### src/verilog/routerPkg.sv
`default_nettype none

package routerPkg;

    // which input link a read came from
    typedef enum logic [1:0] {
        linkNone = 2'd0,
        link1    = 2'd1,
        link2    = 2'd2,
        link3    = 2'd3
    } linkSel_e;

    // bin names and the bit each one sets in the enable vector
    typedef enum logic [2:0] {
        phi1z1 = 3'd0,
        phi1z2 = 3'd1,
        phi2z1 = 3'd2,
        phi2z2 = 3'd3,
        phi3z1 = 3'd4,
        phi3z2 = 3'd5,
        phi4z1 = 3'd6,
        phi4z2 = 3'd7
    } vmBin_e;

    // start to done
    localparam int doneDelay = 4;

    // address change to stubValid
    localparam int readToStub = 3;

endpackage

`default_nettype wire

### src/verilog/stubPkg.sv
`default_nettype none

package stubPkg;

    localparam int stubWidth   = 36;
    localparam int vmStubWidth = 19;
    localparam int indexWidth  = 6;
    localparam int bxWidth     = 3;

    // lsb positions and widths of the link stub fields
    localparam int layerLoPos   = 0;
    localparam int layerWidth   = 3;
    localparam int bendHiPos    = 34;
    localparam int bendWidth    = 2;
    localparam int phiWidth     = 3;
    localparam int finePhiWidth = 3;
    localparam int zWidth       = 4;

    // inner barrel layers
    localparam int innerZBinPos    = 26;
    localparam int innerPhiPos     = 14;
    localparam int innerFinePhiPos = 12;
    localparam int innerZPos       = 22;

    // outer barrel layers
    localparam int outerZBinPos    = 25;
    localparam int outerPhiPos     = 17;
    localparam int outerFinePhiPos = 15;
    localparam int outerZPos       = 21;

    // all-stub carries the layer bits above the shifted-down rest
    localparam int allStubRotate = layerWidth;

endpackage

`default_nettype wire

### src/verilog/linkReader.sv
`timescale 1ns/10ps
`default_nettype none

module linkReader #(
    parameter int memSize = 6
) (
    input  wire logic                                 clk,
    input  wire logic                                 rst_pipe,
    input  wire logic                                 start,
    input  wire logic [memSize-1:0]                   linkCount1,
    input  wire logic [memSize-1:0]                   linkCount2,
    input  wire logic [memSize-1:0]                   linkCount3,
    output logic      [stubPkg::bxWidth+memSize-1:0]  linkAddr1,
    output logic      [stubPkg::bxWidth+memSize-1:0]  linkAddr2,
    output logic      [stubPkg::bxWidth+memSize-1:0]  linkAddr3,
    output routerPkg::linkSel_e                       linkSel,
    output logic                                      readValid,
    output logic                                      firstClk
);

    logic [stubPkg::bxWidth-1:0] bx;
    logic [stubPkg::bxWidth-1:0] addrBx;
    logic [memSize-1:0] entry [3];
    logic [memSize-1:0] count [3];
    logic [memSize-1:0] nextEntry [3];
    logic [2:0] canAdvance;
    logic [2:0] grant;
    routerPkg::linkSel_e nextSel;
    logic scanning;

    assign count[0] = linkCount1;
    assign count[1] = linkCount2;
    assign count[2] = linkCount3;

    // all-ones entry sits before entry 0, so +1 wraps to the first stub
    always_comb begin
        for (int i = 0; i < 3; i++) begin
            nextEntry[i]  = entry[i] + 1'b1;
            canAdvance[i] = nextEntry[i] < count[i];
        end
    end

    // link 1 drains first, then 2, then 3
    assign grant[0] = canAdvance[0];
    assign grant[1] = canAdvance[1] & ~canAdvance[0];
    assign grant[2] = canAdvance[2] & ~|canAdvance[1:0];

    always_comb begin
        if (grant[0])
            nextSel = routerPkg::link1;
        else if (grant[1])
            nextSel = routerPkg::link2;
        else if (grant[2])
            nextSel = routerPkg::link3;
        else
            nextSel = routerPkg::linkNone;
    end

    ////////////////////////////////////////////////////////////////////////////
    // event counter and read addresses
    ////////////////////////////////////////////////////////////////////////////

    always_ff @(posedge clk) begin
        if (rst_pipe) begin
            bx        <= '1;
            addrBx    <= '1;
            firstClk  <= 1'b0;
            scanning  <= 1'b0;
            readValid <= 1'b0;
            linkSel   <= routerPkg::linkNone;
            for (int i = 0; i < 3; i++)
                entry[i] <= '1;
        end else begin
            firstClk <= start;
            if (start)
                bx <= bx + 1'b1;

            if (firstClk) begin
                addrBx    <= bx;
                scanning  <= 1'b1;
                readValid <= 1'b0;
                linkSel   <= routerPkg::linkNone;
                for (int i = 0; i < 3; i++)
                    entry[i] <= '1;
            end else if (scanning && grant != '0) begin
                readValid <= 1'b1;
                linkSel   <= nextSel;
                for (int i = 0; i < 3; i++)
                    if (grant[i])
                        entry[i] <= nextEntry[i];
            end else begin
                // idle until the next firstClk
                scanning  <= 1'b0;
                readValid <= 1'b0;
                linkSel   <= routerPkg::linkNone;
            end
        end
    end

    assign linkAddr1 = {addrBx, entry[0]};
    assign linkAddr2 = {addrBx, entry[1]};
    assign linkAddr3 = {addrBx, entry[2]};

    // a granted read stays below that link's stub count
    assert property (@(posedge clk) disable iff (rst_pipe)
        readValid |-> linkSel != routerPkg::linkNone
                      && entry[linkSel - 1] < count[linkSel - 1]);

endmodule

`default_nettype wire

### src/verilog/stubSelect.sv
`timescale 1ns/10ps
`default_nettype none

module stubSelect (
    input  wire logic                              clk,
    input  wire logic                              rst_pipe,
    input  wire logic                              firstClk,
    input  wire logic                              readValid,
    input  wire routerPkg::linkSel_e               linkSel,
    input  wire logic [stubPkg::stubWidth-1:0]     linkData1,
    input  wire logic [stubPkg::stubWidth-1:0]     linkData2,
    input  wire logic [stubPkg::stubWidth-1:0]     linkData3,
    output logic      [stubPkg::stubWidth-1:0]     stubReg,
    output logic      [stubPkg::stubWidth-1:0]     allStub,
    output logic      [stubPkg::indexWidth-1:0]    stubIndex
);

    routerPkg::linkSel_e linkSelD;
    logic [1:0] validD;

    // link choice lines up with the registered memory read
    always_ff @(posedge clk) begin
        if (rst_pipe) begin
            linkSelD  <= routerPkg::linkNone;
            validD    <= '0;
            stubIndex <= '0;
        end else begin
            linkSelD <= linkSel;
            validD   <= {validD[0], readValid};
            if (firstClk)
                stubIndex <= '0;
            else if (validD[1])
                stubIndex <= stubIndex + 1'b1;
        end
    end

    always_ff @(posedge clk) begin
        case (linkSelD)
            routerPkg::link1: stubReg <= linkData1;
            routerPkg::link2: stubReg <= linkData2;
            routerPkg::link3: stubReg <= linkData3;
            default:          stubReg <= stubReg;
        endcase
        // layer bits move to the top
        allStub <= {stubReg[stubPkg::allStubRotate-1:0],
                    stubReg[stubPkg::stubWidth-1:stubPkg::allStubRotate]};
    end

    // every delayed read names a link
    assert property (@(posedge clk) disable iff (rst_pipe)
        validD[0] |-> linkSelD != routerPkg::linkNone);

endmodule

`default_nettype wire

### src/verilog/vmBinner.sv
`timescale 1ns/10ps
`default_nettype none

module vmBinner #(
    parameter bit innerLayer = 1'b1,
    parameter bit oddSector  = 1'b0
) (
    input  wire logic                               clk,
    input  wire logic                               rst_pipe,
    input  wire logic                               stubValid,
    input  wire logic [stubPkg::stubWidth-1:0]      stubReg,
    input  wire logic [stubPkg::stubWidth-1:0]      allStub,
    input  wire logic [stubPkg::indexWidth-1:0]     stubIndex,
    output logic      [stubPkg::vmStubWidth-1:0]    vmStub,
    output logic      [7:0]                         vmWrEn
);

    // field positions for this layer type
    localparam int zBinPos    = innerLayer ? stubPkg::innerZBinPos : stubPkg::outerZBinPos;
    localparam int phiPos     = innerLayer ? stubPkg::innerPhiPos : stubPkg::outerPhiPos;
    localparam int finePhiPos = innerLayer ? stubPkg::innerFinePhiPos
                                           : stubPkg::outerFinePhiPos;
    localparam int zPos       = innerLayer ? stubPkg::innerZPos : stubPkg::outerZPos;

    // same fields as seen in the rotated all-stub
    localparam int rotZBinPos = zBinPos - stubPkg::allStubRotate;
    localparam int rotPhiPos  = phiPos - stubPkg::allStubRotate;

    logic [stubPkg::vmStubWidth-1:0] vmPre;
    logic [stubPkg::finePhiWidth-1:0] finePhi;
    logic [stubPkg::phiWidth-1:0] phiField;
    logic [stubPkg::phiWidth-1:0] phiAdj;
    logic zBit;
    logic hasBin;
    routerPkg::vmBin_e bin;
    logic [7:0] binEn;
    logic [7:0] binEnReg;
    logic validD;

    ////////////////////////////////////////////////////////////////////////////
    // vm stub
    ////////////////////////////////////////////////////////////////////////////

    assign finePhi = {stubReg[finePhiPos+stubPkg::finePhiWidth-1] ^ oddSector,
                      stubReg[finePhiPos +: stubPkg::finePhiWidth-1]};

    // built while the index still belongs to this stub
    always_ff @(posedge clk) begin
        vmPre  <= {stubReg[stubPkg::layerLoPos +: stubPkg::layerWidth],
                   stubIndex,
                   1'b0,
                   stubReg[zPos +: stubPkg::zWidth],
                   finePhi,
                   stubReg[stubPkg::bendHiPos +: stubPkg::bendWidth]};
        vmStub <= vmPre;
    end

    ////////////////////////////////////////////////////////////////////////////
    // bin select
    ////////////////////////////////////////////////////////////////////////////

    assign phiField = allStub[rotPhiPos +: stubPkg::phiWidth];
    assign zBit     = allStub[rotZBinPos];
    assign phiAdj   = phiField - {{(stubPkg::phiWidth-1){1'b0}}, oddSector};

    // odd sectors have no bin for phi 0
    assign hasBin = !(oddSector && phiField == '0);
    assign bin    = routerPkg::vmBin_e'({phiAdj[stubPkg::phiWidth-1 -: 2], zBit});
    assign binEn  = hasBin ? (8'b1 << bin) : 8'b0;

    always_ff @(posedge clk) begin
        binEnReg <= binEn;
    end

    always_ff @(posedge clk) begin
        if (rst_pipe)
            validD <= 1'b0;
        else
            validD <= stubValid;
    end

    assign vmWrEn = binEnReg & {8{validD}};

    // at most one bin per stub
    assert property (@(posedge clk) disable iff (rst_pipe)
        $onehot0(vmWrEn));

endmodule

`default_nettype wire

### src/verilog/vmRouter.sv
`timescale 1ns/10ps
`default_nettype none

module vmRouter #(
    parameter bit innerLayer = 1'b1,
    parameter bit oddSector  = 1'b0,
    parameter int memSize    = 6
) (
    input  wire logic                                 clk,
    input  wire logic                                 rst_pipe,
    input  wire logic                                 start,
    input  wire logic [memSize-1:0]                   linkCount1,
    input  wire logic [memSize-1:0]                   linkCount2,
    input  wire logic [memSize-1:0]                   linkCount3,
    input  wire logic [stubPkg::stubWidth-1:0]        linkData1,
    input  wire logic [stubPkg::stubWidth-1:0]        linkData2,
    input  wire logic [stubPkg::stubWidth-1:0]        linkData3,
    output logic      [stubPkg::bxWidth+memSize-1:0]  linkAddr1,
    output logic      [stubPkg::bxWidth+memSize-1:0]  linkAddr2,
    output logic      [stubPkg::bxWidth+memSize-1:0]  linkAddr3,
    output logic      [stubPkg::stubWidth-1:0]        allStub,
    output logic                                      stubValid,
    output logic      [stubPkg::vmStubWidth-1:0]      vmStub,
    output logic      [7:0]                           vmWrEn,
    output logic                                      done
);

    routerPkg::linkSel_e linkSel;
    logic readValid;
    logic firstClk;
    logic [stubPkg::stubWidth-1:0] stubReg;
    logic [stubPkg::indexWidth-1:0] stubIndex;
    logic [routerPkg::doneDelay-1:0] doneShift;
    logic [routerPkg::readToStub-1:0] validShift;

    // done and stubValid are plain delays
    always_ff @(posedge clk) begin
        if (rst_pipe) begin
            doneShift  <= '0;
            validShift <= '0;
        end else begin
            doneShift  <= {doneShift[routerPkg::doneDelay-2:0], start};
            validShift <= {validShift[routerPkg::readToStub-2:0], readValid};
        end
    end

    assign done      = doneShift[routerPkg::doneDelay-1];
    assign stubValid = validShift[routerPkg::readToStub-1];

    linkReader #(
        .memSize    (memSize)
    ) reader (
        .clk        (clk),
        .rst_pipe   (rst_pipe),
        .start      (start),
        .linkCount1 (linkCount1),
        .linkCount2 (linkCount2),
        .linkCount3 (linkCount3),
        .linkAddr1  (linkAddr1),
        .linkAddr2  (linkAddr2),
        .linkAddr3  (linkAddr3),
        .linkSel    (linkSel),
        .readValid  (readValid),
        .firstClk   (firstClk)
    );

    stubSelect select (
        .clk        (clk),
        .rst_pipe   (rst_pipe),
        .firstClk   (firstClk),
        .readValid  (readValid),
        .linkSel    (linkSel),
        .linkData1  (linkData1),
        .linkData2  (linkData2),
        .linkData3  (linkData3),
        .stubReg    (stubReg),
        .allStub    (allStub),
        .stubIndex  (stubIndex)
    );

    vmBinner #(
        .innerLayer (innerLayer),
        .oddSector  (oddSector)
    ) binner (
        .clk        (clk),
        .rst_pipe   (rst_pipe),
        .stubValid  (stubValid),
        .stubReg    (stubReg),
        .allStub    (allStub),
        .stubIndex  (stubIndex),
        .vmStub     (vmStub),
        .vmWrEn     (vmWrEn)
    );

endmodule

`default_nettype wire
### config.mk
export PLATFORM = sky130hd
export DESIGN_NAME = vmRouter
export DESIGN_NICKNAME = d
export VERILOG_FILES = /design/src/verilog/routerPkg.sv /design/src/verilog/stubPkg.sv /design/src/verilog/linkReader.sv /design/src/verilog/stubSelect.sv /design/src/verilog/vmBinner.sv /design/src/verilog/vmRouter.sv
export SDC_FILE = /design/constraint.sdc
export NUM_CORES = 1
export LEC_CHECK = 0
export ABC_AREA = 1
export BUFFER_PORTS_ARGS = -buffer_cell sky130_fd_sc_hd__buf_2
export CAP_MARGIN = 20
export CORE_MARGIN = 3
export CORE_UTILIZATION = 44
export DETAILED_ROUTE_END_ITERATION = 10
export HOLD_SLACK_MARGIN = 0.08
export PLACE_DENSITY_LB_ADDON = 0.1
export SLEW_MARGIN = 10
export SYNTH_ARGS = -nofsm -noshare
export SYNTH_HDL_FRONTEND = slang
export SYNTH_SLANG_ARGS = --single-unit
### constraint.sdc
create_clock -name clk -period 2.5 [get_ports clk]
set_input_delay 0.125 -clock clk [delete_from_list [all_inputs] [get_ports clk]]
set_output_delay 0.125 -clock clk [all_outputs]
set_load 0.05 [all_outputs]
==> results.md, run 1 <==
- Synth unique cells: 25
- Initial antenna violation count: 0
- Critical path required time: ~2.8 ns
- Post-Place Setup Slack: 0.0986 ns
- Sum of net half-perimeters after detailed placement: ~9.5 mm
- Leakage: between 3 and 4 nW
- GR met1 Demand/Resource: a little over a fifth
- Peak fanout along the critical path: 38
- Final worst-path setup slack: roughly 0.11 ns
- Row cnt: 40
- Number of vias per cell: about 4.7
- # IOs: around 220
- Number of global-route vias before repair: approximately 4800
- Tcrit/Tclk final: a little over nine tenths
- Max Cap Violations: 0
- Hold path depth: 0
- Setup violators final: 0
- Setup repair after global routing missed its margin: yes
- Highest attainable clock frequency: around 0.42 GHz
- Number of standard cells after synthesis: 577
- Combined area of all synthesized cells: approximately 0.0057 sq mm
- R2R depth: 5
- TritonCTS clock tree: done
- Post-CTS clock slew at the launch and capture registers of the worst setup and hold paths: roughly 0.060 ns
- Detailed-router iteration count before antenna repair: 5
- Clk_skew: roughly 0.0077 ns
- Number of flip-flops and latches in the synthesized netlist: between 100 and 150
- Die boundary width: roughly 120 microns
- TritonCTS buffer count: 17
- Minimum period implied by the final worst setup slack: between 2 and 2.5 ns
- First-pass GRT wire length: about 22 mm
- Fin util: around two thirds
- Final WL: between 10 and 15 mm
- Run status: completed
- Port buffer count: 219
- Area of the core: 0.0123 sq mm
- Most congested layer reported by global routing: met2
- Synth-to-layout area growth: 44.9%
- Detailed router's first-iteration violation count: around 220
- Clock insertion delay at the later pin of the skew report: 0.41 ns
- Antenna Violating Nets Remaining: 0
- Final GP Congestion: roughly 0.80
- Cell area power density: around 700 mW/mm^2
- Overflow after GRT: 0
- Maximum ir drop on the vdd rail: approximately 0.44 mV
- Worst Setup End Kind: flip-flop
- Setup crit start kind: flip-flop
- Count of pins over their slew limit: 0
- Met2 Usage GRT: around a third
- Category of the critical setup timing path: reg2reg
- Net Count, Synth: about 730
- Die Height: about 120 microns
- Count of clock tree sinks: 148
- DR vias: ~4900
- Buffers from clock root to sink, at most: 2
- Final Power: 5.85 mW
- Number of diodes: 0
- Global-route usage over all layers: 19.1%
- DRC: 0
- Mean area per synthesized cell: 9.88 sq um
- Fraction of layout cells with a size suffix above 1: about a third
- Register area share after synthesis: 61.5%
- Post-detailed-route wirelength per cell: between 10 and 15 microns
- Worst hold-check path type: reg2reg
- Storage element area: around 0.0035 sq mm
- H-Tree Level Count: 4
- Worst slew margin relative to its limit: between 30% and 40%
- Initial core utilization: 46.3%
- Clock root cell: clkbuf_16
- Slew of the pin with the lowest slew margin: between 0.9 and 1 ns
- Area occupied by multi-input gates: ~0.0018 sq mm
- Worst Hold Slack: between 0.3 and 0.4 ns
- Data arrival time of the critical path: about 2.7 ns
- Final #Nets: a little over 1000
- Largest net degree at the start of global routing: 38
- Number of inserted filler cells in the final layout: 999
- Count of endpoints failing hold in the final timing report: 0
- Count of yosys warnings during synthesis: 0
- Fraction of met3 tracks used by global routing: 5.98%
- Die ar.: ~0.014 sq mm
per-stage QoR:
step           std cells  TNS, ns  cell area [sq um]
2_1_floorplan        577   -0.135               5750
3_3_place_gp         931        0               6840
3_5_place_dp         931        0               6840
4_1_cts             1037        0               8180
5_1_grt             1044   -0.146               8260
6_report            1044        0               8260
cells in the mapped netlist:
| cell type | n | share of area (%) |
|---|---|---|
| or2_2 | 1 | 0.11 |
| nand3_1 | 95 | 8.3 |
| o22a_1 | 1 | 0.15 |
| inv_1 | 65 | 4.3 |
| buf_6 | 2 | 0.40 |
| conb_1 | 1 | 0.066 |
| nor3_1 | 10 | 0.88 |
| clkbuf_1 | 4 | 0.26 |
| o21ai_0 | 6 | 0.53 |
| nand2_2 | 2 | 0.22 |
| ha_1 | 20 | 4.4 |
| xor2_1 | 12 | 1.8 |
| nor2_2 | 2 | 0.22 |
| buf_2 | 12 | 1.1 |
| nand3b_1 | 9 | 1.2 |
| nand3_2 | 2 | 0.35 |
| nor2_1 | 23 | 1.5 |
| nor2_4 | 2 | 0.40 |
| inv_2 | 2 | 0.13 |
| nand2_1 | 128 | 8.4 |
| nor2_8 | 1 | 0.35 |
| edfxtp_1 | 54 | 28 |
| a21oi_1 | 9 | 0.79 |
| buf_4 | 20 | 2.6 |
| dfxtp_1 | 94 | 33 |
registers in the layout, summed over array words and instances, names as in the netlist:
signal	flops
binner.vmStub	18
select.stubIndex	6
reader.addrBx	3
doneShift	4
validShift	3
binner.binEnReg	8
select.linkSelD	2
reader.bx	3
reader.readValid	1
reader.scanning	1
reader.entry	18
binner.validD	1
reader.linkSel	2
select.allStub	35
select.stubReg	36
binner.vmPre	7
timing repair:
action                                  4_1_cts  5_1_grt
hold endpoints to repair                     48        0
gates resized for setup                       0        3
setup buffers                                 0        6
hold buffers                                 74        0
endpoints found under the setup margin        0       41
worst max-delay path, cell delays in order, from the launching register on:
cell	delay (ns)
dfxtp_1	0.35
inv_2	0.28
nor2_2	0.83
nand2_1	0.10
nand3_1	0.11
dlygate4sd3_1	0.57
cells in the final DEF (no fill, tap or decap), drive strengths merged:
cell and n:
o21ai 6, clkinvlp 2, clkbuf 22, dfxtp 94, nand2 130, buf 230
inv 72, a21oi 9, nand3b 9, o22a 1, nor2 29, dlygate4sd3 74
xor2 12, edfxtp 54, conb 1, clkinv 3, ha 20, or2 1
nor3 10, nand3 97
layout make-up:
cell class | instances | share of cell area [%]
Timing Repair Buffer | 304 | 23.2
Tap cell | 168 | 2.55
Inverter | 67 | 3.05
Clock inverter | 10 | 1.00
Clock buffer | 22 | 6.27
Sequential cell | 148 | 42.4
Multi-Input combinational cell | 325 | 21.5
power breakdown:
| group | total, mW | leakage [nW] | switching, mW | internal, mW |
|---|---|---|---|---|
| sequential | 2.62 | 1.24 | 0.0363 | 2.58 |
| combinational | 0.754 | 2.36 | 0.439 | 0.315 |
| clock | 2.47 | 0.292 | 0.980 | 1.49 |
| total | 5.85 | 3.90 | 1.46 | 4.39 |
final timing paths:
kind                                               startpoint                           end  slack (ns)
worst max-delay path            select.linkSelD[1]$_SDFF_PP0_  select.stubReg[15]$_DFFE_PP_        0.11
worst min-delay path                 binner.vmPre[15]$_DFF_P_     binner.vmStub[15]$_DFF_P_        0.32
worst max register to register  select.linkSelD[1]$_SDFF_PP0_  select.stubReg[15]$_DFFE_PP_        0.11
worst min register to register       binner.vmPre[15]$_DFF_P_     binner.vmStub[15]$_DFF_P_        0.32
routing by layer:
metal / up-vias / routed length (microns) / share of wire (%)
li1: 2430 / - / -
met1: 2229 / 5600 / 40
met2: 205 / 6990 / 50
met3: 19 / 1010 / 7.3
met4: 0 / 289 / 2.1
met5: - / 0 / 0
logic make-up (layout without fill, tap and decap cells):
family                   after synthesis  in the layout  share of synthesized area [%]
AO/OA/AOI/OAI                         16             16                           1.47
buffers and inverters                105            403                           8.76
flip-flops                           148            148                           61.5
other                                  1              1                         0.0658
XOR/XNOR                              12             12                           1.84
adder cells (fa/ha/maj)               20             20                           4.39
AND/OR/NAND/NOR                      275            276                           22.0
(Power assumes the default switching activity.)
==> run 2: changes to the inputs <==
ABC_AREA = 0   (was 1)
CORE_MARGIN = unset   (was 3)
==> results.md, run 2 <==
- Clock root cell: clkbuf_16 (unchanged)
- Worst hold-check path type: in2reg (was reg2reg)
- # IOs: 221 (unchanged)
- Area occupied by multi-input gates: 0.00186 sq mm (was 0.00177 sq mm)
- Data arrival time of the critical path: 2.48 ns (was 2.66 ns)
- Detailed router's first-iteration violation count: 179 (was 224)
- Count of endpoints failing hold in the final timing report: 0 (unchanged)
- Number of inserted filler cells in the final layout: 1031 (was 999)
- Number of standard cells after synthesis: 464 (was 577)
- DR vias: 4121 (was 4883)
- Count of yosys warnings during synthesis: 0 (unchanged)
- Overflow after GRT: 0 (unchanged)
- Yosys top cell area share: 33.7% (was 33.0%)
- First-pass GRT wire length: 18.2 mm (was 21.7 mm)
- Final GP Congestion: 0.726 (was 0.798)
- DRC: 0 (unchanged)
- Clk network pwr share: 41.3% (was 42.3%)
- Peak fanout along the critical path: 6 (was 38)
- H-Tree Level Count: 4 (unchanged)
- Fraction of layout cells with a size suffix above 1: 38.0% (was 33.0%)
- Leakage: 3.37 nW (was 3.90 nW)
- Port buffer count: 219 (unchanged)
- Detailed-router iteration count before antenna repair: 4 (was 5)
- Die boundary width: 115 microns (was 120 microns)
- Cell area power density: 721 mW/mm^2 (was 708 mW/mm^2)
- TritonCTS clock tree: done (unchanged)
- Number of diodes: 0 (unchanged)
- Fin util: 63.9% (was 67.1%)
- Net switching power: 1.46 mW (about the same)
- Post-synth top cells: 94 x dfxtp_1, 54 x edfxtp_1, 46 x a21oi_1, 46 x nor2_1, 37 x mux2i_1 (was 128 x nand2_1, 95 x nand3_1, 94 x dfxtp_1)
- Post-detailed-route wirelength per cell: 13.1 microns (was 13.3 microns)
- Sequential power share: 46.4% (was 44.8%)
- Category of the critical setup timing path: reg2reg (unchanged)
- Count of clock tree sinks: 148 (unchanged)
- Placed cell count: 824 (was 931)
- Area of the core: 0.0122 sq mm (was 0.0123 sq mm)
- Largest family of logic cells by synthesized area: simple AND/OR/NAND/NOR gates (unchanged)
- Predominant post-synthesis flop cell: dfxtp_1 (unchanged)
- Maximum ir drop on the vdd rail: 0.472 mV (was 0.436 mV)
- Switching fraction of total power: 25.9% (was 24.9%)
- Antenna Violating Nets Remaining: 0 (unchanged)
- Final #Nets: 868 (was 1012)
- Worst Hold Slack: 0.0928 ns (was 0.325 ns)
- Most flops, register: select.stubReg (unchanged)
- TritonCTS buffer count: 17 (unchanged)
- Post-CTS clock slew at the launch and capture registers of the worst setup and hold paths: 0.06 ns (about the same)
- Final WL: 11.8 mm (was 13.9 mm)
- Share of synthesized cell area in and, or, nand and nor gates: 11.5% (was 22.0%)
- Asr flop ratio synth: 0% (unchanged)
- Largest net degree at the start of global routing: 45 (was 38)
- Xor-xnor portion of the synthesized cell area: 2.67% (was 1.84%)
- Post-synthesis compound-gate area fraction: 6.97% (was 1.47%)
- Count leader, synth: dfxtp_1 (was nand2_1)
- Final cell count without fillers: 900 (was 1044)
- Buffers from clock root to sink, at most: 2 (unchanged)
- Clock insertion delay at the later pin of the skew report: 0.42 ns (was 0.41 ns)
- Worst Setup End Kind: flip-flop (unchanged)
- Mean area per synthesized cell: 12.0 sq um (was 9.88 sq um)
- Highest attainable clock frequency: 0.420 GHz (was 0.418 GHz)
- Global-route usage over all layers: 18.3% (was 19.1%)
- Launch instance of the worst min-delay path: linkData2[23] (was binner.vmPre[15]$_DFF_P_)
- Number of flip-flops under the largest register name: 36 (unchanged)
- Clk_skew: 0.00744 ns (was 0.00770 ns)
- Row cnt: 40 (unchanged)
- Total Negative Setup Slacks: 0 ns (unchanged)
- Setup violators final: 0 (unchanged)
- Number of vias per cell: 4.58 (was 4.68)
- Critical path required time: 2.60 ns (was 2.77 ns)
- Die Height: 115 microns (was 120 microns)
- Registers with the most flip-flops: select.stubReg (36), select.allStub (35) (unchanged)
- Leading cell type in the layout, fill and taps excluded: buf_2 (unchanged)
- Minimum period implied by the final worst setup slack: 2.38 ns (was 2.39 ns)
- Internal cell power: 4.16 mW (was 4.39 mW)
- Adder-Cell Fraction of Synth Area: 4.48% (was 4.39%)
- Synth unique cells: 37 (was 25)
- Start point of the critical path: reader.entry[0][12]$_SDFFCE_PN1P_ (was select.linkSelD[1]$_SDFF_PP0_)
- Synth-to-layout area growth: 39.7% (was 44.9%)
- Combined area of all synthesized cells: 0.00558 sq mm (was 0.00570 sq mm)
- Register area share after synthesis: 62.8% (was 61.5%)
- Storage element area: 0.00351 sq mm (was 0.00350 sq mm)
- Max Cap Violations: 0 (unchanged)
- Number of flip-flops and latches in the synthesized netlist: 148 (unchanged)
- Critical R2R Launch: reader.entry[0][12]$_SDFFCE_PN1P_ (was select.linkSelD[1]$_SDFF_PP0_)
- Die ar.: 0.0131 sq mm (was 0.0144 sq mm)
- Net Count, Synth: 613 (was 726)
- Most used cells in the layout excluding fill and tap cells: 219 x buf_2, 92 x dfxtp_1, 54 x edfxtp_1, 46 x nor2_1, 46 x a21oi_1 (was 219 x buf_2, 127 x nand2_1, 94 x dfxtp_1, 90 x nand3_1, 74 x dlygate4sd3_1)
- Combinational cell fraction of total power: 12.4% (was 12.9%)
- Cell type with the highest aggregate area in the netlist: dfxtp_1 (unchanged)
- Number of enable-type register cells in the synthesized netlist: 54 (unchanged)
- Number of global-route vias before repair: 3952 (was 4778)
- Area contributors post-synth: dfxtp_1 34%, edfxtp_1 29%, mux2i_1 6.6% (was dfxtp_1 33%, edfxtp_1 28%, nand2_1 8.4%)
- Sum of net half-perimeters after detailed placement: 8.15 mm (was 9.45 mm)
- Run status: completed (unchanged)
- Initial core utilization: 45.7% (was 46.3%)
- Tcrit/Tclk final: 95.3% (was 95.7%)
- Count of pins over their slew limit: 0 (unchanged)
- Setup crit start kind: flip-flop (unchanged)
- Initial antenna violation count: 0 (unchanged)
- Mux share of post-synthesis cell area: 6.64% (was 0%)
==> run 2: layer usage <==
metal  global-route usage (%)  routed length, microns
met3                     5.29                     626
met2                     31.4                    5960
met4                     8.57                     178
met5                        0                       0
met1                     21.1                    5020
==> run 2: timing repair <==
item	in CTS	in global routing
endpoints found under the setup margin	0	26
gates resized for setup	0	6
hold buffers	38	1
buffers inserted	0	5
endpoints found under the hold margin	40	1
==> run 2: cells by family after synthesis <==
family / Yosys count
fa+ha+maj: 20
compound gates: 63
other cells: 1
xor+xnor: 17
mux: 37
simple gates: 127
flops: 148
buf+inv: 51
==> run 2: power groups by stage <==
stage | combinational, mW | sequential, mW | clock (mW)
6_report | 0.695 | 2.61 | 2.32
5_1_grt | 0.758 | 2.61 | 2.49
4_1_cts | 0.672 | 2.61 | 2.37
3_5_place_dp | 0.622 | 2.66 | 0
3_3_place_gp | 0.607 | 2.65 | 0
2_1_floorplan | 0.332 | 2.75 | 0
==> run 2: cell type report <==
class	count	share of cell area [%]
Inverter	16	0.770
Multi-Input combinational cell	265	23.9
Timing Repair Buffer	271	20.7
Clock inverter	15	1.56
Tap cell	168	2.70
Sequential cell	148	45.0
Clock buffer	17	5.46
==> run 2: path summary, 6_finish.rpt <==
check / depth (start not counted) / end / slack, ns
max: 9 / reader.entry[0][14]$_SDFFCE_PN1P_ / 0.12
min reg2reg: 0 / binner.vmStub[10]$_DFF_P_ / 0.33
max reg2reg: 9 / reader.entry[0][14]$_SDFFCE_PN1P_ / 0.12
min: 3 / select.stubReg[23]$_DFFE_PP_ / 0.09
==> run 2: worst max-delay path: stages, from the launching register on <==
cell and delay (ns):
edfxtp_1 0.43, ha_1 0.25, nand3_1 0.13, xnor2_2 0.13, ha_1 0.26, o21a_1 0.18
a21oi_2 0.14, o21ai_2 0.10, nand2b_4 0.17, o21ai_4 0.26
==> run 2: stage by stage <==
step	cell area, sq um	setup slack (ns)	total power, mW
2_1_floorplan	5600	-0.176	3.08
4_1_cts	7710	0.0606	5.65
3_5_place_dp	6780	0.0546	3.28
5_1_grt	7800	-0.00431	5.86
6_report	7800	0.116	5.62
3_3_place_gp	6780	0.158	3.26
==> run 3: changes to the inputs <==
SYNTH_HIERARCHICAL = 1   (was unset)
==> results.md, run 3 <==
- Buffers from clock root to sink, at most: 2 (unchanged)
- Clk_skew: 0.00718 ns (was 0.00744 ns)
- Initial antenna violation count: 0 (unchanged)
- Synth unique cells: 39 (was 37)
- Fraction of layout cells with a size suffix above 1: 38.3% (was 38.0%)
- Number of vias per cell: 4.60 (was 4.58)
- Final GP Congestion: 0.803 (was 0.726)
- Registers with the most flip-flops: select/allStub (36), select/stubReg (36) (was select.stubReg (36), select.allStub (35))
- Run status: completed (unchanged)
- Largest net degree at the start of global routing: 73 (was 45)
- Overflow after GRT: 0 (unchanged)
- Fin util: 63.9% (about the same)
- Count of endpoints failing hold in the final timing report: 0 (unchanged)
- Antenna Violating Nets Remaining: 0 (unchanged)
- Cell area power density: 750 mW/mm^2 (was 721 mW/mm^2)
- Synth-to-layout area growth: 40.1% (was 39.7%)
- Initial core utilization: 45.6% (was 45.7%)
- Setup violators final: 0 (unchanged)
- Predominant post-synthesis flop cell: dfxtp_1 (unchanged)
- First-pass GRT wire length: 17.9 mm (was 18.2 mm)
- Final #Nets: 883 (was 868)
- Register area share after synthesis: 65.3% (was 62.8%)
- Post-synth top cells: 109 x dfxtp_1, 54 x edfxtp_1, 46 x a21oi_1, 46 x nor2_1, 37 x mux2i_1 (was 94 x dfxtp_1, 54 x edfxtp_1, 46 x a21oi_1, 46 x nor2_1, 37 x mux2i_1)
- Peak fanout along the critical path: 6 (unchanged)
- Maximum ir drop on the vdd rail: 0.405 mV (was 0.472 mV)
- Die ar.: 0.0137 sq mm (was 0.0131 sq mm)
- Most used cells in the layout excluding fill and tap cells: 219 x buf_2, 107 x dfxtp_1, 54 x edfxtp_1, 46 x nor2_1, 45 x a21oi_1 (was 219 x buf_2, 92 x dfxtp_1, 54 x edfxtp_1, 46 x nor2_1, 46 x a21oi_1)
- Highest attainable clock frequency: 0.417 GHz (was 0.420 GHz)
- Detailed-router iteration count before antenna repair: 4 (unchanged)
- Category of the critical setup timing path: reg2reg (unchanged)
- Worst slew margin relative to its limit: between 50% and 60%
- Minimum period implied by the final worst setup slack: 2.40 ns (was 2.38 ns)
- DR vias: 4226 (was 4121)
- Leading cell type in the layout, fill and taps excluded: buf_2 (unchanged)
- # IOs: 221 (unchanged)
- Worst hold-check path type: in2reg (unchanged)
- Global-route usage over all layers: 17.7% (was 18.3%)
- Detailed router's first-iteration violation count: 150 (was 179)
- Number of global-route vias before repair: 3819 (was 3952)
- Count of clock tree sinks: 163 (was 148)
- Count of pins over their slew limit: 0 (unchanged)
- Number of standard cells after synthesis: 470 (was 464)
- Slew of the pin with the lowest slew margin: around 0.65 ns
- Setup crit start kind: flip-flop (unchanged)
- Mean area per synthesized cell: 12.4 sq um (was 12.0 sq um)
- Sum of net half-perimeters after detailed placement: 8.61 mm (was 8.15 mm)
- H-Tree Level Count: 4 (unchanged)
- Critical path required time: 2.61 ns (was 2.60 ns)
- Storage element area: 0.00381 sq mm (was 0.00351 sq mm)
- Worst Setup End Kind: flip-flop (unchanged)
- Tcrit/Tclk final: 95.9% (was 95.3%)
- Final WL: 11.9 mm (was 11.8 mm)
- Net Count, Synth: 619 (was 613)
- Yosys top cell area share: 37.5% (was 33.7%)
- Row cnt: 41 (was 40)
- Die boundary width: 117 microns (was 115 microns)
- Area contributors post-synth: dfxtp_1 37%, edfxtp_1 28%, mux2i_1 6.4% (was dfxtp_1 34%, edfxtp_1 29%, mux2i_1 6.6%)
- Count leader, synth: dfxtp_1 (unchanged)
- Number of flip-flops and latches in the synthesized netlist: 163 (was 148)
- Cell type with the highest aggregate area in the netlist: dfxtp_1 (unchanged)
- Number of enable-type register cells in the synthesized netlist: 54 (unchanged)
- Clock insertion delay at the later pin of the skew report: 0.42 ns (about the same)
- Leakage: 3.54 nW (was 3.37 nW)
- TritonCTS buffer count: 17 (unchanged)
- Post-CTS clock slew at the launch and capture registers of the worst setup and hold paths: 0.06 ns (about the same)
- Count of yosys warnings during synthesis: 6 (was 0)
- Combined area of all synthesized cells: 0.00582 sq mm (was 0.00558 sq mm)
- Number of diodes: 0 (unchanged)
- Final Power: 6.12 mW (was 5.62 mW)
- Number of inserted filler cells in the final layout: 1024 (was 1031)
- Asr flop ratio synth: 0% (unchanged)
- TritonCTS clock tree: done (unchanged)
- DRC: 0 (unchanged)
- Clock root cell: clkbuf_16 (unchanged)
- Data arrival time of the critical path: 2.50 ns (was 2.48 ns)
- Max Cap Violations: 0 (unchanged)
- Area occupied by multi-input gates: 0.00190 sq mm (was 0.00186 sq mm)
- Port buffer count: 219 (unchanged)
- Post-detailed-route wirelength per cell: 13.0 microns (was 13.1 microns)
- Die Height: 117 microns (was 115 microns)
- Total Negative Setup Slacks: 0 ns (unchanged)
- Area of the core: 0.0128 sq mm (was 0.0122 sq mm)
==> run 3: stage by stage <==
stage,cell area [sq um],cells,hold slack [ns],worst slack [ns]
2_1_floorplan,5860,470,0.197,-0.149
3_3_place_gp,7110,846,0.310,0.159
3_5_place_dp,7110,846,0.312,0.0638
4_1_cts,8080,915,0.0804,0.0347
5_1_grt,8160,919,0.0954,-0.00294
6_report,8160,919,0.0787,0.102
==> run 3: worst paths after layout <==
check	from	end	slack [ns]	cells past startpoint
max	reader/entry[0][12]$_SDFFCE_PN1P_	reader/entry[0][17]$_SDFFCE_PN1P_	0.10	9
min	linkData1[8]	select/stubReg[8]$_DFFE_PP_	0.08	3
max reg2reg	reader/entry[0][12]$_SDFFCE_PN1P_	reader/entry[0][17]$_SDFFCE_PN1P_	0.10	9
min reg2reg	binner/vmPre[3]$_DFF_P_	binner/vmStub[3]$_DFF_P_	0.32	0
==> run 3: cell families after synthesis <==
logic type | after synthesis | synth area share (%)
xor gates and xnor gates | 17 | 2.56
buffers and inverters | 40 | 3.44
muxes | 37 | 6.36
DFF | 163 | 65.3
and+or+nand+nor | 129 | 11.5
AOI/OAI and AO/OA | 63 | 6.53
other | 1 | 0.0644
adders and majority gates | 20 | 4.30
==> run 3: routing by layer <==
metal / routed length [microns] / vias up / part of all wire (%) / global-route usage, %
met3: 840 / 19 / 7.0 / 6.23
met1: 4970 / 1912 / 42 / 20.7
met2: 5850 / 151 / 49 / 29.0
met5: 0 / - / 0 / 0
met4: 259 / 0 / 2.2 / 8.86
li1: - / 2144 / - / -
==> run 3: area by class of cell <==
cell class	instances	area share, %
flip-flops and latches	163	46.6
multi-input cells	267	23.3
repair buffers	268	19.3
clock buffers	21	6.03
well taps	172	2.64
clock inverters	11	1.36
inverters	17	0.782
==> run 3: critical path, stage by stage, from the launching register on <==
cell and delay, ns:
edfxtp_1 0.46, ha_1 0.26, nand3_1 0.13, xnor2_2 0.13, ha_1 0.27, o21a_1 0.18, a21oi_2 0.15, o21ai_2 0.10
nand2b_4 0.16, o21ai_4 0.25
==> run 3: repair_timing <==
item,CTS,global route
endpoints found under the setup margin,0,18
hold buffers,37,0
buffers inserted,0,4
hold endpoints to repair,38,0
resized for setup,0,6
==> run 3: report_power, final <==
part	switching, mW	total [mW]	internal (mW)
Sequential	0.0374	2.85	2.81
Clock	1.04	2.57	1.53
Combinational	0.394	0.699	0.305
Total	1.47	6.12	4.65
